### src/include/conv_cfg.svh
`ifndef CONV_CFG_SVH
`define CONV_CFG_SVH

//////////////////////////////
// Feature map geometry
//////////////////////////////

// Pixels per row
`define CONV_IMAGE_WIDTH 4

// Rows per plane
`define CONV_IMAGE_HEIGHT 4

//////////////////////////////
// Channels and data
//////////////////////////////

// Input planes per frame
`define CONV_CH_IN 3

// Output planes, one replay pass each
`define CONV_CH_OUT 4

// Pixel and weight word
`define CONV_DATA_WIDTH 16

`endif

### src/hdl/conv_data_pkg.sv
`include "conv_cfg.svh"

package conv_data_pkg;

	// Input pixel, also the saturated result
	typedef logic signed [`CONV_DATA_WIDTH-1:0] pxl_t;

	// Kernel weight
	typedef logic signed [`CONV_DATA_WIDTH-1:0] wgt_t;

	// Partial sum over input channels
	// Two guard bits above the full product width
	typedef logic signed [2*`CONV_DATA_WIDTH+1:0] acc_t;

endpackage

### src/hdl/conv_index_pkg.sv
`include "conv_cfg.svh"

package conv_index_pkg;

	// Pixels in one plane and in a whole frame
	localparam int IMAGE_SIZE = `CONV_IMAGE_WIDTH * `CONV_IMAGE_HEIGHT;
	localparam int FRAME_SIZE = IMAGE_SIZE * `CONV_CH_IN;

	// Frame buffer address
	typedef logic [$clog2(FRAME_SIZE)-1:0] faddr_t;

	// Pixel position inside a plane
	typedef logic [$clog2(IMAGE_SIZE)-1:0] pix_t;

	// Input channel
	typedef logic [$clog2(`CONV_CH_IN)-1:0] cin_t;

	// Output channel, same as the replay pass number
	typedef logic [$clog2(`CONV_CH_OUT)-1:0] cout_t;

	// Weight address, output channel times CH_IN plus input channel
	typedef logic [$clog2(`CONV_CH_OUT * `CONV_CH_IN)-1:0] waddr_t;

endpackage

### src/hdl/conv_sram.sv
`timescale 1ns/100ps

module conv_sram #(
	parameter int DEPTH = 16,
	parameter int WIDTH = 16
) (
	input  logic                     clk,
	input  logic                     en,
	input  logic                     we,
	input  logic [$clog2(DEPTH)-1:0] addr,
	input  logic [WIDTH-1:0]         wdata,
	output logic [WIDTH-1:0]         rdata
);

	logic [WIDTH-1:0] mem [DEPTH];

	// Read-first port returns the old word on a write
	always_ff @(posedge clk) begin
		if (en) begin
			if (we) begin
				mem[addr] <= wdata;
			end
			rdata <= mem[addr];
		end
	end

endmodule

### src/hdl/conv_replay_buffer.sv
`timescale 1ns/100ps
`include "conv_cfg.svh"

module conv_replay_buffer (
	input  logic                   clk,
	input  logic                   reset,
	input  logic                   pxl_valid,
	input  conv_data_pkg::pxl_t    pxl_in,
	output logic                   busy,
	output logic                   rep_valid,
	output conv_index_pkg::faddr_t rep_addr,
	output conv_index_pkg::cout_t  rep_pass,
	output conv_data_pkg::pxl_t    rep_pxl,
	output logic                   rep_last
);

	import conv_data_pkg::*;
	import conv_index_pkg::*;

	localparam faddr_t ADDR_LAST = faddr_t'(FRAME_SIZE - 1);
	localparam cout_t  PASS_LAST = cout_t'(`CONV_CH_OUT - 1);

	// Cycles from rep_valid to res_valid further down
	localparam int RESULT_LATENCY = 4;

	pxl_t   pxl_q;
	logic   wr_q;
	faddr_t ld_addr;
	logic   hold;
	logic   accept;

	logic   replay;
	faddr_t rd_addr;
	cout_t  rd_pass;
	logic   [RESULT_LATENCY-1:0] drain;

	logic   ram_en;
	faddr_t ram_addr;

	//////////////////////////////
	// Load phase
	//////////////////////////////

	// Replay, pipeline drain, or the last pixel still on its way into the RAM
	assign hold   = replay | rep_valid | (|drain) | (wr_q & (ld_addr == ADDR_LAST));
	assign accept = pxl_valid & ~hold;

	always_ff @(posedge clk) begin
		if (accept) begin
			pxl_q <= pxl_in;
		end
	end

	always_ff @(posedge clk) begin
		if (reset) begin
			wr_q    <= 1'b0;
			ld_addr <= '0;
		end else begin
			wr_q <= accept;
			if (wr_q) begin
				ld_addr <= (ld_addr == ADDR_LAST) ? '0 : ld_addr + 1'b1;
			end
		end
	end

	//////////////////////////////
	// Replay phase
	//////////////////////////////

	always_ff @(posedge clk) begin
		if (reset) begin
			replay  <= 1'b0;
			rd_addr <= '0;
			rd_pass <= '0;
		end else if (wr_q && ld_addr == ADDR_LAST) begin
			// Frame complete
			replay <= 1'b1;
		end else if (replay) begin
			if (rd_addr == ADDR_LAST) begin
				rd_addr <= '0;
				if (rd_pass == PASS_LAST) begin
					rd_pass <= '0;
					replay  <= 1'b0;
				end else begin
					rd_pass <= rd_pass + 1'b1;
				end
			end else begin
				rd_addr <= rd_addr + 1'b1;
			end
		end
	end

	// Writes and replay reads never overlap
	assign ram_en   = wr_q | replay;
	assign ram_addr = wr_q ? ld_addr : rd_addr;

	conv_sram #(
		.DEPTH(FRAME_SIZE),
		.WIDTH(`CONV_DATA_WIDTH)
	) u_frame_ram (
		.clk  (clk),
		.en   (ram_en),
		.we   (wr_q),
		.addr (ram_addr),
		.wdata(pxl_q),
		.rdata(rep_pxl)
	);

	// Line up tags with RAM read data
	always_ff @(posedge clk) begin
		rep_addr <= rd_addr;
		rep_pass <= rd_pass;
	end

	always_ff @(posedge clk) begin
		if (reset) begin
			rep_valid <= 1'b0;
			rep_last  <= 1'b0;
			drain     <= '0;
			busy      <= 1'b0;
		end else begin
			rep_valid <= replay;
			rep_last  <= replay & (rd_addr == ADDR_LAST) & (rd_pass == PASS_LAST);
			drain     <= {drain[RESULT_LATENCY-2:0], rep_last};
			// Drops the cycle after done
			if (drain[RESULT_LATENCY-1]) begin
				busy <= 1'b0;
			end else if (accept) begin
				busy <= 1'b1;
			end
		end
	end

endmodule

### src/hdl/conv_index_decoder.sv
`timescale 1ns/100ps
`include "conv_cfg.svh"

module conv_index_decoder (
	input  logic                   clk,
	input  logic                   reset,
	input  logic                   rep_valid,
	input  conv_index_pkg::faddr_t rep_addr,
	input  conv_index_pkg::cout_t  rep_pass,
	input  conv_data_pkg::pxl_t    rep_pxl,
	input  logic                   rep_last,
	output logic                   dec_valid,
	output conv_data_pkg::pxl_t    dec_pxl,
	output conv_index_pkg::waddr_t dec_waddr,
	output conv_index_pkg::pix_t   dec_pix,
	output logic                   dec_first,
	output logic                   dec_last_ic,
	output logic                   dec_frame_last
);

	import conv_index_pkg::*;

	localparam cin_t CIN_LAST = cin_t'(`CONV_CH_IN - 1);

	cin_t   cin;
	pix_t   pix;
	waddr_t waddr;

	//////////////////////////////
	// Address split
	//////////////////////////////

	// Channel-major frame layout
	assign cin = cin_t'(rep_addr / IMAGE_SIZE);
	assign pix = pix_t'(rep_addr % IMAGE_SIZE);

	// Weight row per output channel
	assign waddr = waddr_t'(rep_pass * `CONV_CH_IN + cin);

	//////////////////////////////
	// Output register
	//////////////////////////////

	always_ff @(posedge clk) begin
		if (reset) begin
			dec_valid      <= 1'b0;
			dec_frame_last <= 1'b0;
		end else begin
			dec_valid      <= rep_valid;
			dec_frame_last <= rep_valid & rep_last;
		end
	end

	always_ff @(posedge clk) begin
		dec_pxl     <= rep_pxl;
		dec_waddr   <= waddr;
		dec_pix     <= pix;
		dec_first   <= (cin == '0);
		dec_last_ic <= (cin == CIN_LAST);
	end

endmodule

### src/hdl/conv_mac_stage.sv
`timescale 1ns/100ps
`include "conv_cfg.svh"

module conv_mac_stage (
	input  logic                   clk,
	input  logic                   reset,
	input  logic                   w_we,
	input  conv_index_pkg::waddr_t w_addr,
	input  conv_data_pkg::wgt_t    w_data,
	input  logic                   dec_valid,
	input  conv_data_pkg::pxl_t    dec_pxl,
	input  conv_index_pkg::waddr_t dec_waddr,
	input  conv_index_pkg::pix_t   dec_pix,
	input  logic                   dec_first,
	input  logic                   dec_last_ic,
	input  logic                   dec_frame_last,
	output logic                   mac_valid,
	output conv_data_pkg::acc_t    mac_sum,
	output logic                   mac_frame_last
);

	import conv_data_pkg::*;
	import conv_index_pkg::*;

	localparam int WGT_DEPTH  = `CONV_CH_OUT * `CONV_CH_IN;
	localparam int BANK_DEPTH = IMAGE_SIZE / 2;
	localparam int PIX_MSB    = $bits(pix_t) - 1;

	logic   wgt_en;
	waddr_t wgt_addr;
	wgt_t   wgt_rd;

	logic   s1_valid;
	pxl_t   s1_pxl;
	pix_t   s1_pix;
	logic   s1_first;
	logic   s1_last_ic;
	logic   s1_frame_last;

	acc_t   ps_base;
	logic signed [2*`CONV_DATA_WIDTH-1:0] prod;
	acc_t   sum_next;

	//////////////////////////////
	// Weight RAM
	//////////////////////////////

	// External writes only happen while idle
	assign wgt_en   = w_we | dec_valid;
	assign wgt_addr = w_we ? w_addr : dec_waddr;

	conv_sram #(
		.DEPTH(WGT_DEPTH),
		.WIDTH(`CONV_DATA_WIDTH)
	) u_wgt_ram (
		.clk  (clk),
		.en   (wgt_en),
		.we   (w_we),
		.addr (wgt_addr),
		.wdata(w_data),
		.rdata(wgt_rd)
	);

	//////////////////////////////
	// Partial sum RAM
	//////////////////////////////

	// Even and odd pixels in separate banks
	// Adjacent items differ in pixel parity, so a read and a writeback never share a port
	for (genvar b = 0; b < 2; b++) begin : g_ps_bank
		logic rd_en;
		logic wr_en;
		logic [PIX_MSB-1:0] addr;
		acc_t rdata;

		assign rd_en = dec_valid & ~dec_first & (dec_pix[0] == 1'(b));
		assign wr_en = s1_valid & ~s1_last_ic & (s1_pix[0] == 1'(b));
		assign addr  = wr_en ? s1_pix[PIX_MSB:1] : dec_pix[PIX_MSB:1];

		conv_sram #(
			.DEPTH(BANK_DEPTH),
			.WIDTH($bits(acc_t))
		) u_ps_ram (
			.clk  (clk),
			.en   (rd_en | wr_en),
			.we   (wr_en),
			.addr (addr),
			.wdata(sum_next),
			.rdata(rdata)
		);
	end

	//////////////////////////////
	// Read stage
	//////////////////////////////

	always_ff @(posedge clk) begin
		if (reset) begin
			s1_valid <= 1'b0;
		end else begin
			s1_valid <= dec_valid;
		end
	end

	always_ff @(posedge clk) begin
		s1_pxl        <= dec_pxl;
		s1_pix        <= dec_pix;
		s1_first      <= dec_first;
		s1_last_ic    <= dec_last_ic;
		s1_frame_last <= dec_frame_last;
	end

	//////////////////////////////
	// Multiply and accumulate
	//////////////////////////////

	// First input channel starts from zero
	assign ps_base  = s1_first ? '0 : (s1_pix[0] ? g_ps_bank[1].rdata : g_ps_bank[0].rdata);
	assign prod     = s1_pxl * wgt_rd;
	assign sum_next = ps_base + prod;

	always_ff @(posedge clk) begin
		if (reset) begin
			mac_valid      <= 1'b0;
			mac_frame_last <= 1'b0;
		end else begin
			mac_valid      <= s1_valid & s1_last_ic;
			mac_frame_last <= s1_valid & s1_last_ic & s1_frame_last;
		end
	end

	always_ff @(posedge clk) begin
		mac_sum <= sum_next;
	end

endmodule

### src/hdl/conv_result_stage.sv
`timescale 1ns/100ps
`include "conv_cfg.svh"

module conv_result_stage (
	input  logic                clk,
	input  logic                reset,
	input  logic                relu_en,
	input  logic                mac_valid,
	input  conv_data_pkg::acc_t mac_sum,
	input  logic                mac_frame_last,
	output logic                res_valid,
	output conv_data_pkg::pxl_t res_data,
	output logic                done
);

	import conv_data_pkg::*;

	// Signed pixel range
	localparam acc_t SAT_MAX = (acc_t'(1) <<< (`CONV_DATA_WIDTH - 1)) - acc_t'(1);
	localparam acc_t SAT_MIN = -SAT_MAX - acc_t'(1);

	pxl_t sat_val;
	pxl_t out_val;

	always_comb begin
		if (mac_sum > SAT_MAX) begin
			sat_val = pxl_t'(SAT_MAX);
		end else if (mac_sum < SAT_MIN) begin
			sat_val = pxl_t'(SAT_MIN);
		end else begin
			sat_val = pxl_t'(mac_sum);
		end
	end

	// Optional ReLU
	assign out_val = (relu_en && sat_val < 0) ? '0 : sat_val;

	always_ff @(posedge clk) begin
		if (reset) begin
			res_valid <= 1'b0;
			done      <= 1'b0;
		end else begin
			res_valid <= mac_valid;
			done      <= mac_valid & mac_frame_last;
		end
	end

	always_ff @(posedge clk) begin
		res_data <= out_val;
	end

endmodule

### src/hdl/conv_pointwise_top.sv
`timescale 1ns/100ps

module conv_pointwise_top (
	input  logic                   clk,
	input  logic                   reset,
	input  logic                   w_we,
	input  conv_index_pkg::waddr_t w_addr,
	input  conv_data_pkg::wgt_t    w_data,
	input  logic                   pxl_valid,
	input  conv_data_pkg::pxl_t    pxl_in,
	input  logic                   relu_en,
	output logic                   busy,
	output logic                   res_valid,
	output conv_data_pkg::pxl_t    res_data,
	output logic                   done
);

	import conv_data_pkg::*;
	import conv_index_pkg::*;

	// Replay to decode
	logic   rep_valid;
	faddr_t rep_addr;
	cout_t  rep_pass;
	pxl_t   rep_pxl;
	logic   rep_last;

	// Decode to execute
	logic   dec_valid;
	pxl_t   dec_pxl;
	waddr_t dec_waddr;
	pix_t   dec_pix;
	logic   dec_first;
	logic   dec_last_ic;
	logic   dec_frame_last;

	// Execute to result
	logic   mac_valid;
	acc_t   mac_sum;
	logic   mac_frame_last;

	conv_replay_buffer u_replay (
		.clk      (clk),
		.reset    (reset),
		.pxl_valid(pxl_valid),
		.pxl_in   (pxl_in),
		.busy     (busy),
		.rep_valid(rep_valid),
		.rep_addr (rep_addr),
		.rep_pass (rep_pass),
		.rep_pxl  (rep_pxl),
		.rep_last (rep_last)
	);

	conv_index_decoder u_decoder (
		.clk           (clk),
		.reset         (reset),
		.rep_valid     (rep_valid),
		.rep_addr      (rep_addr),
		.rep_pass      (rep_pass),
		.rep_pxl       (rep_pxl),
		.rep_last      (rep_last),
		.dec_valid     (dec_valid),
		.dec_pxl       (dec_pxl),
		.dec_waddr     (dec_waddr),
		.dec_pix       (dec_pix),
		.dec_first     (dec_first),
		.dec_last_ic   (dec_last_ic),
		.dec_frame_last(dec_frame_last)
	);

	conv_mac_stage u_mac (
		.clk           (clk),
		.reset         (reset),
		.w_we          (w_we),
		.w_addr        (w_addr),
		.w_data        (w_data),
		.dec_valid     (dec_valid),
		.dec_pxl       (dec_pxl),
		.dec_waddr     (dec_waddr),
		.dec_pix       (dec_pix),
		.dec_first     (dec_first),
		.dec_last_ic   (dec_last_ic),
		.dec_frame_last(dec_frame_last),
		.mac_valid     (mac_valid),
		.mac_sum       (mac_sum),
		.mac_frame_last(mac_frame_last)
	);

	conv_result_stage u_result (
		.clk           (clk),
		.reset         (reset),
		.relu_en       (relu_en),
		.mac_valid     (mac_valid),
		.mac_sum       (mac_sum),
		.mac_frame_last(mac_frame_last),
		.res_valid     (res_valid),
		.res_data      (res_data),
		.done          (done)
	);

endmodule

### config.mk
export PLATFORM = sky130hd
export DESIGN_NAME = conv_pointwise_top
export DESIGN_NICKNAME = d
export VERILOG_FILES = /design/src/hdl/conv_data_pkg.sv /design/src/hdl/conv_index_pkg.sv /design/src/hdl/conv_sram.sv /design/src/hdl/conv_replay_buffer.sv /design/src/hdl/conv_index_decoder.sv /design/src/hdl/conv_mac_stage.sv /design/src/hdl/conv_result_stage.sv /design/src/hdl/conv_pointwise_top.sv
export VERILOG_INCLUDE_DIRS = /design/src /design/src/include
export SDC_FILE = /design/constraint.sdc
export NUM_CORES = 2
export LEC_CHECK = 0
export BUFFER_PORTS_ARGS = -buffer_cell sky130_fd_sc_hd__buf_2
export CAP_MARGIN = 20
export CORE_MARGIN = 4
export CORE_UTILIZATION = 46
export CTS_CLUSTER_DIAMETER = 30
export CTS_CLUSTER_SIZE = 25
export DETAILED_ROUTE_END_ITERATION = 16
export PLACE_DENSITY = 0.67
export SYNTH_ARGS = -nofsm -noshare
export SYNTH_HDL_FRONTEND = slang
export SYNTH_SLANG_ARGS = --single-unit
### constraint.sdc
create_clock -name clk -period 8.7 [get_ports clk]
set_input_delay 0.87 -clock clk [delete_from_list [all_inputs] [get_ports clk]]
set_output_delay 0.87 -clock clk [all_outputs]
set_load 0.05 [all_outputs]
==> metrics.cfg <==
[outcome]
status = finished clean

[sta]
worst_slew_pin_slew_ns = 1.13
finalSetupTns_ns = 0
slew_headroom_pct = 24.1
timing.final.crit_share_pct = 84.6
clock_skew_ns = 0.103
fin_crit_ns = 7.36
setup_viol = 0
drv_slew = 0
layout_setup_ws_ns = 1.34
grt_setup_unrepaired = no
timing.hold.ws_ns = 0.141
fmax_mhz = 136
hold_viol = 0

[clock_network]
clk_latency_ns = 0.93
cts.htree.levels = 5
clockBufferDepth = 4
root_buffer = clkbuf_16
cts_setup_buffers = 0
cts_tree = done
cts_hold_buf = 0
clk_pin_slew_ns = 0.05
cts.sinks = 1757
cts_made_buffers = 342
cts_resized = 0

[placed_design]
dp_hpwl_um = 113000
gp_congestion = 0.849
dpl_worst_slack_ns = 1.13
io_buffer_count = 59

[logic_synthesis]
synthDistinctLibCells = 76
syn-instance-count = 5411
synth_top_area_share_pct = 63.7
synth_area_leader_cell = edfxtp_1
async_flop_share_pct = 0
synth_seq_cells = 1757
yosysSeqAreaShare_pct = 67.3
synth_xor_area_share_pct = 0.511
synth_mux_area_share_pct = 3.09
synth_compound_area_share_pct = 6.10
synthFlopType = edfxtp_1
ys_warn_count = 0
synth_nets = 5866
synth_top_family_by_area = simple AND/OR/NAND/NOR gates
synth_fa_ha_area_share_pct = 9.80
synthTopCellsByArea = edfxtp_1 64%, fa_1 8.1%, nand2_1 4.6%
synth_edf_count = 1620
synth_area_um2 = 76300
syn_area_per_cell_um2 = 14.1
synthSimpleGateAreaFrac_pct = 10.1

[detailed_routing]
post-route-drc-count = 0
wl_per_cell_um = 24.6
final_antenna_net_count = 0
drt_iter0_markers = 5518
vias = 47100
via_per_inst = 5.77
firstDrtPassIters = 6
wirelength_um = 201000

[job]
cap_violations = 0

[finish]
finalNetCount = 6172
final_common_cell = edfxtp_1
drive_above_1_share_pct = 14.9
multi_input_area_um2 = 23000
layout_common_cells = 1620 x edfxtp_1, 933 x nand2_1, 368 x nand3_1
nFillCells = 12800
area_growth_pct = 19.6
seqCellArea_um2 = 51400
fin_util_pct = 55.3

[worst_setup_path]
worst_r2r_path_depth = 19
r2r_slack_ns = 1.34
start_kind = flop
worst_setup_path_end_kind = flop
required_ns = 9.17
path_class = reg -> reg
cp.arrival_ns = 7.84
cp_max_fo = 17

[grt]
gr-total-overflow = 0
grt_first_pass_wirelength_um = 299000
antenna_found_initial = 5
grt_max_degree = 84
grt_usage_pct = 23.1
first_global_vias = 48100

[floorplan]
die_w_um = 415
rows = 149
dieArea_um2 = 173000
initial_core_util_pct = 46.3
die_y_um = 415
io_pins = 60
core_area_um2 = 165000

[hold_path]
min_path_type = in -> reg
whs_path_depth = 1

==> critical path, cell delays in order (launching register included) <==
cell	delay, ns
edfxtp_1	0.60
nand2_1	0.25
inv_1	0.09
fa_1	0.68
inv_1	0.14
fa_1	0.76
inv_1	0.17
fa_1	0.50
fa_1	0.47
fa_1	0.51
inv_1	0.05
fa_1	0.48
inv_1	0.05
ha_1	0.35
nand4_1	0.13
nor3_1	0.29
a31oi_1	0.27
o21bai_1	0.20
a21oi_1	0.10
xnor2_1	0.88
==> kinds of logic after synthesis <==
group,count (synthesis)
flip-flops,1757
multiplexers,163
AO/OA/AOI/OAI,688
AND/OR/NAND/NOR,1741
buffers and inverters,605
XOR/XNOR,43
adder cells (fa/ha/maj),414
==> through the flow <==
step | cell area (um^2) | std cells
3_5_place_dp | 80000 | 7556
2_1_floorplan | 76300 | 5411
5_1_grt | 91300 | 8157
4_1_cts | 91200 | 8151
6_report | 91300 | 8159
3_3_place_gp | 79900 | 7551
==> layer usage <==
metal | GRT usage [%] | routed length (um)
met4 | 9.76 | 8550
met1 | 29.4 | 76300
met3 | 4.77 | 17400
met2 | 38.5 | 98400
met5 | 0 | 0
==> path summary, 6_finish.rpt <==
path | start | to
worst max-delay path | u_mac.u_wgt_ram.rdata[1]$_DFFE_PN_ | u_mac.g_ps_bank[1].u_ps_ram.mem[4][26]$_DFFE_PP_
worst min-delay path | pxl_in[10] | u_replay.pxl_q[10]$_DFFE_PP_
worst max register to register | u_mac.u_wgt_ram.rdata[1]$_DFFE_PN_ | u_mac.g_ps_bank[1].u_ps_ram.mem[4][26]$_DFFE_PP_
worst min register to register | u_decoder.dec_pxl[13]$_DFF_P_ | u_mac.s1_pxl[13]$_DFF_P_
==> flip-flops by register name (all words and copies together) (netlist names), 2 cells and up <==
| name | flops |
|---|---|
| u_replay.u_frame_ram.mem | 768 |
| u_mac.g_ps_bank.u_ps_ram.mem | 544 |
| u_mac.u_wgt_ram.mem | 192 |
| u_mac.g_ps_bank.u_ps_ram.rdata | 68 |
| u_mac.mac_sum | 34 |
| u_decoder.dec_pxl | 16 |
| u_mac.s1_pxl | 16 |
| u_mac.u_wgt_ram.rdata | 16 |
| u_replay.pxl_q | 16 |
| u_replay.u_frame_ram.rdata | 16 |
| u_result.res_data | 16 |
| u_replay.ld_addr | 6 |
| u_replay.rd_addr | 6 |
| u_replay.rep_addr | 6 |
| u_decoder.dec_pix | 4 |
| u_decoder.dec_waddr | 4 |
| u_mac.s1_pix | 4 |
| u_replay.drain | 4 |
| u_replay.rd_pass | 2 |
| u_replay.rep_pass | 2 |
==> cell usage after synthesis, types with 7 or more instances <==
master	count
a221o_1	8
nor4_1	10
a211oi_1	16
nand3b_1	9
buf_2	76
nor2_1	182
fa_1	307
mux2_2	11
nand3_1	368
nor2b_1	16
nand2_1	935
a221oi_1	54
a222oi_1	21
inv_1	332
edfxtp_1	1620
o211ai_1	21
mux2i_1	91
and3_1	10
o22ai_1	10
ha_1	107
nand4_1	22
clkbuf_1	157
a22o_1	22
a31oi_1	17
buf_1	35
a41oi_1	7
xnor2_1	31
o2bb2ai_1	7
xor2_1	11
mux4_2	55
dfxtp_1	137
nand2b_1	16
nor3_1	27
o21a_1	19
and2_1	120
a22oi_1	142
a21oi_1	163
o21ai_0	128
==> final cells by class <==
type,count,share of cell area [%]
diodes,2,0.00548
clock inverters,199,2.54
flip-flops and latches,1757,56.3
well taps,2189,3.00
multi-input cells,3049,25.2
clock buffers,396,9.80
inverters,332,1.37
repair buffers,235,1.82
Power is not shown: default switching activity piles up to over one toggle a cycle in this logic, so the estimate is an artifact.
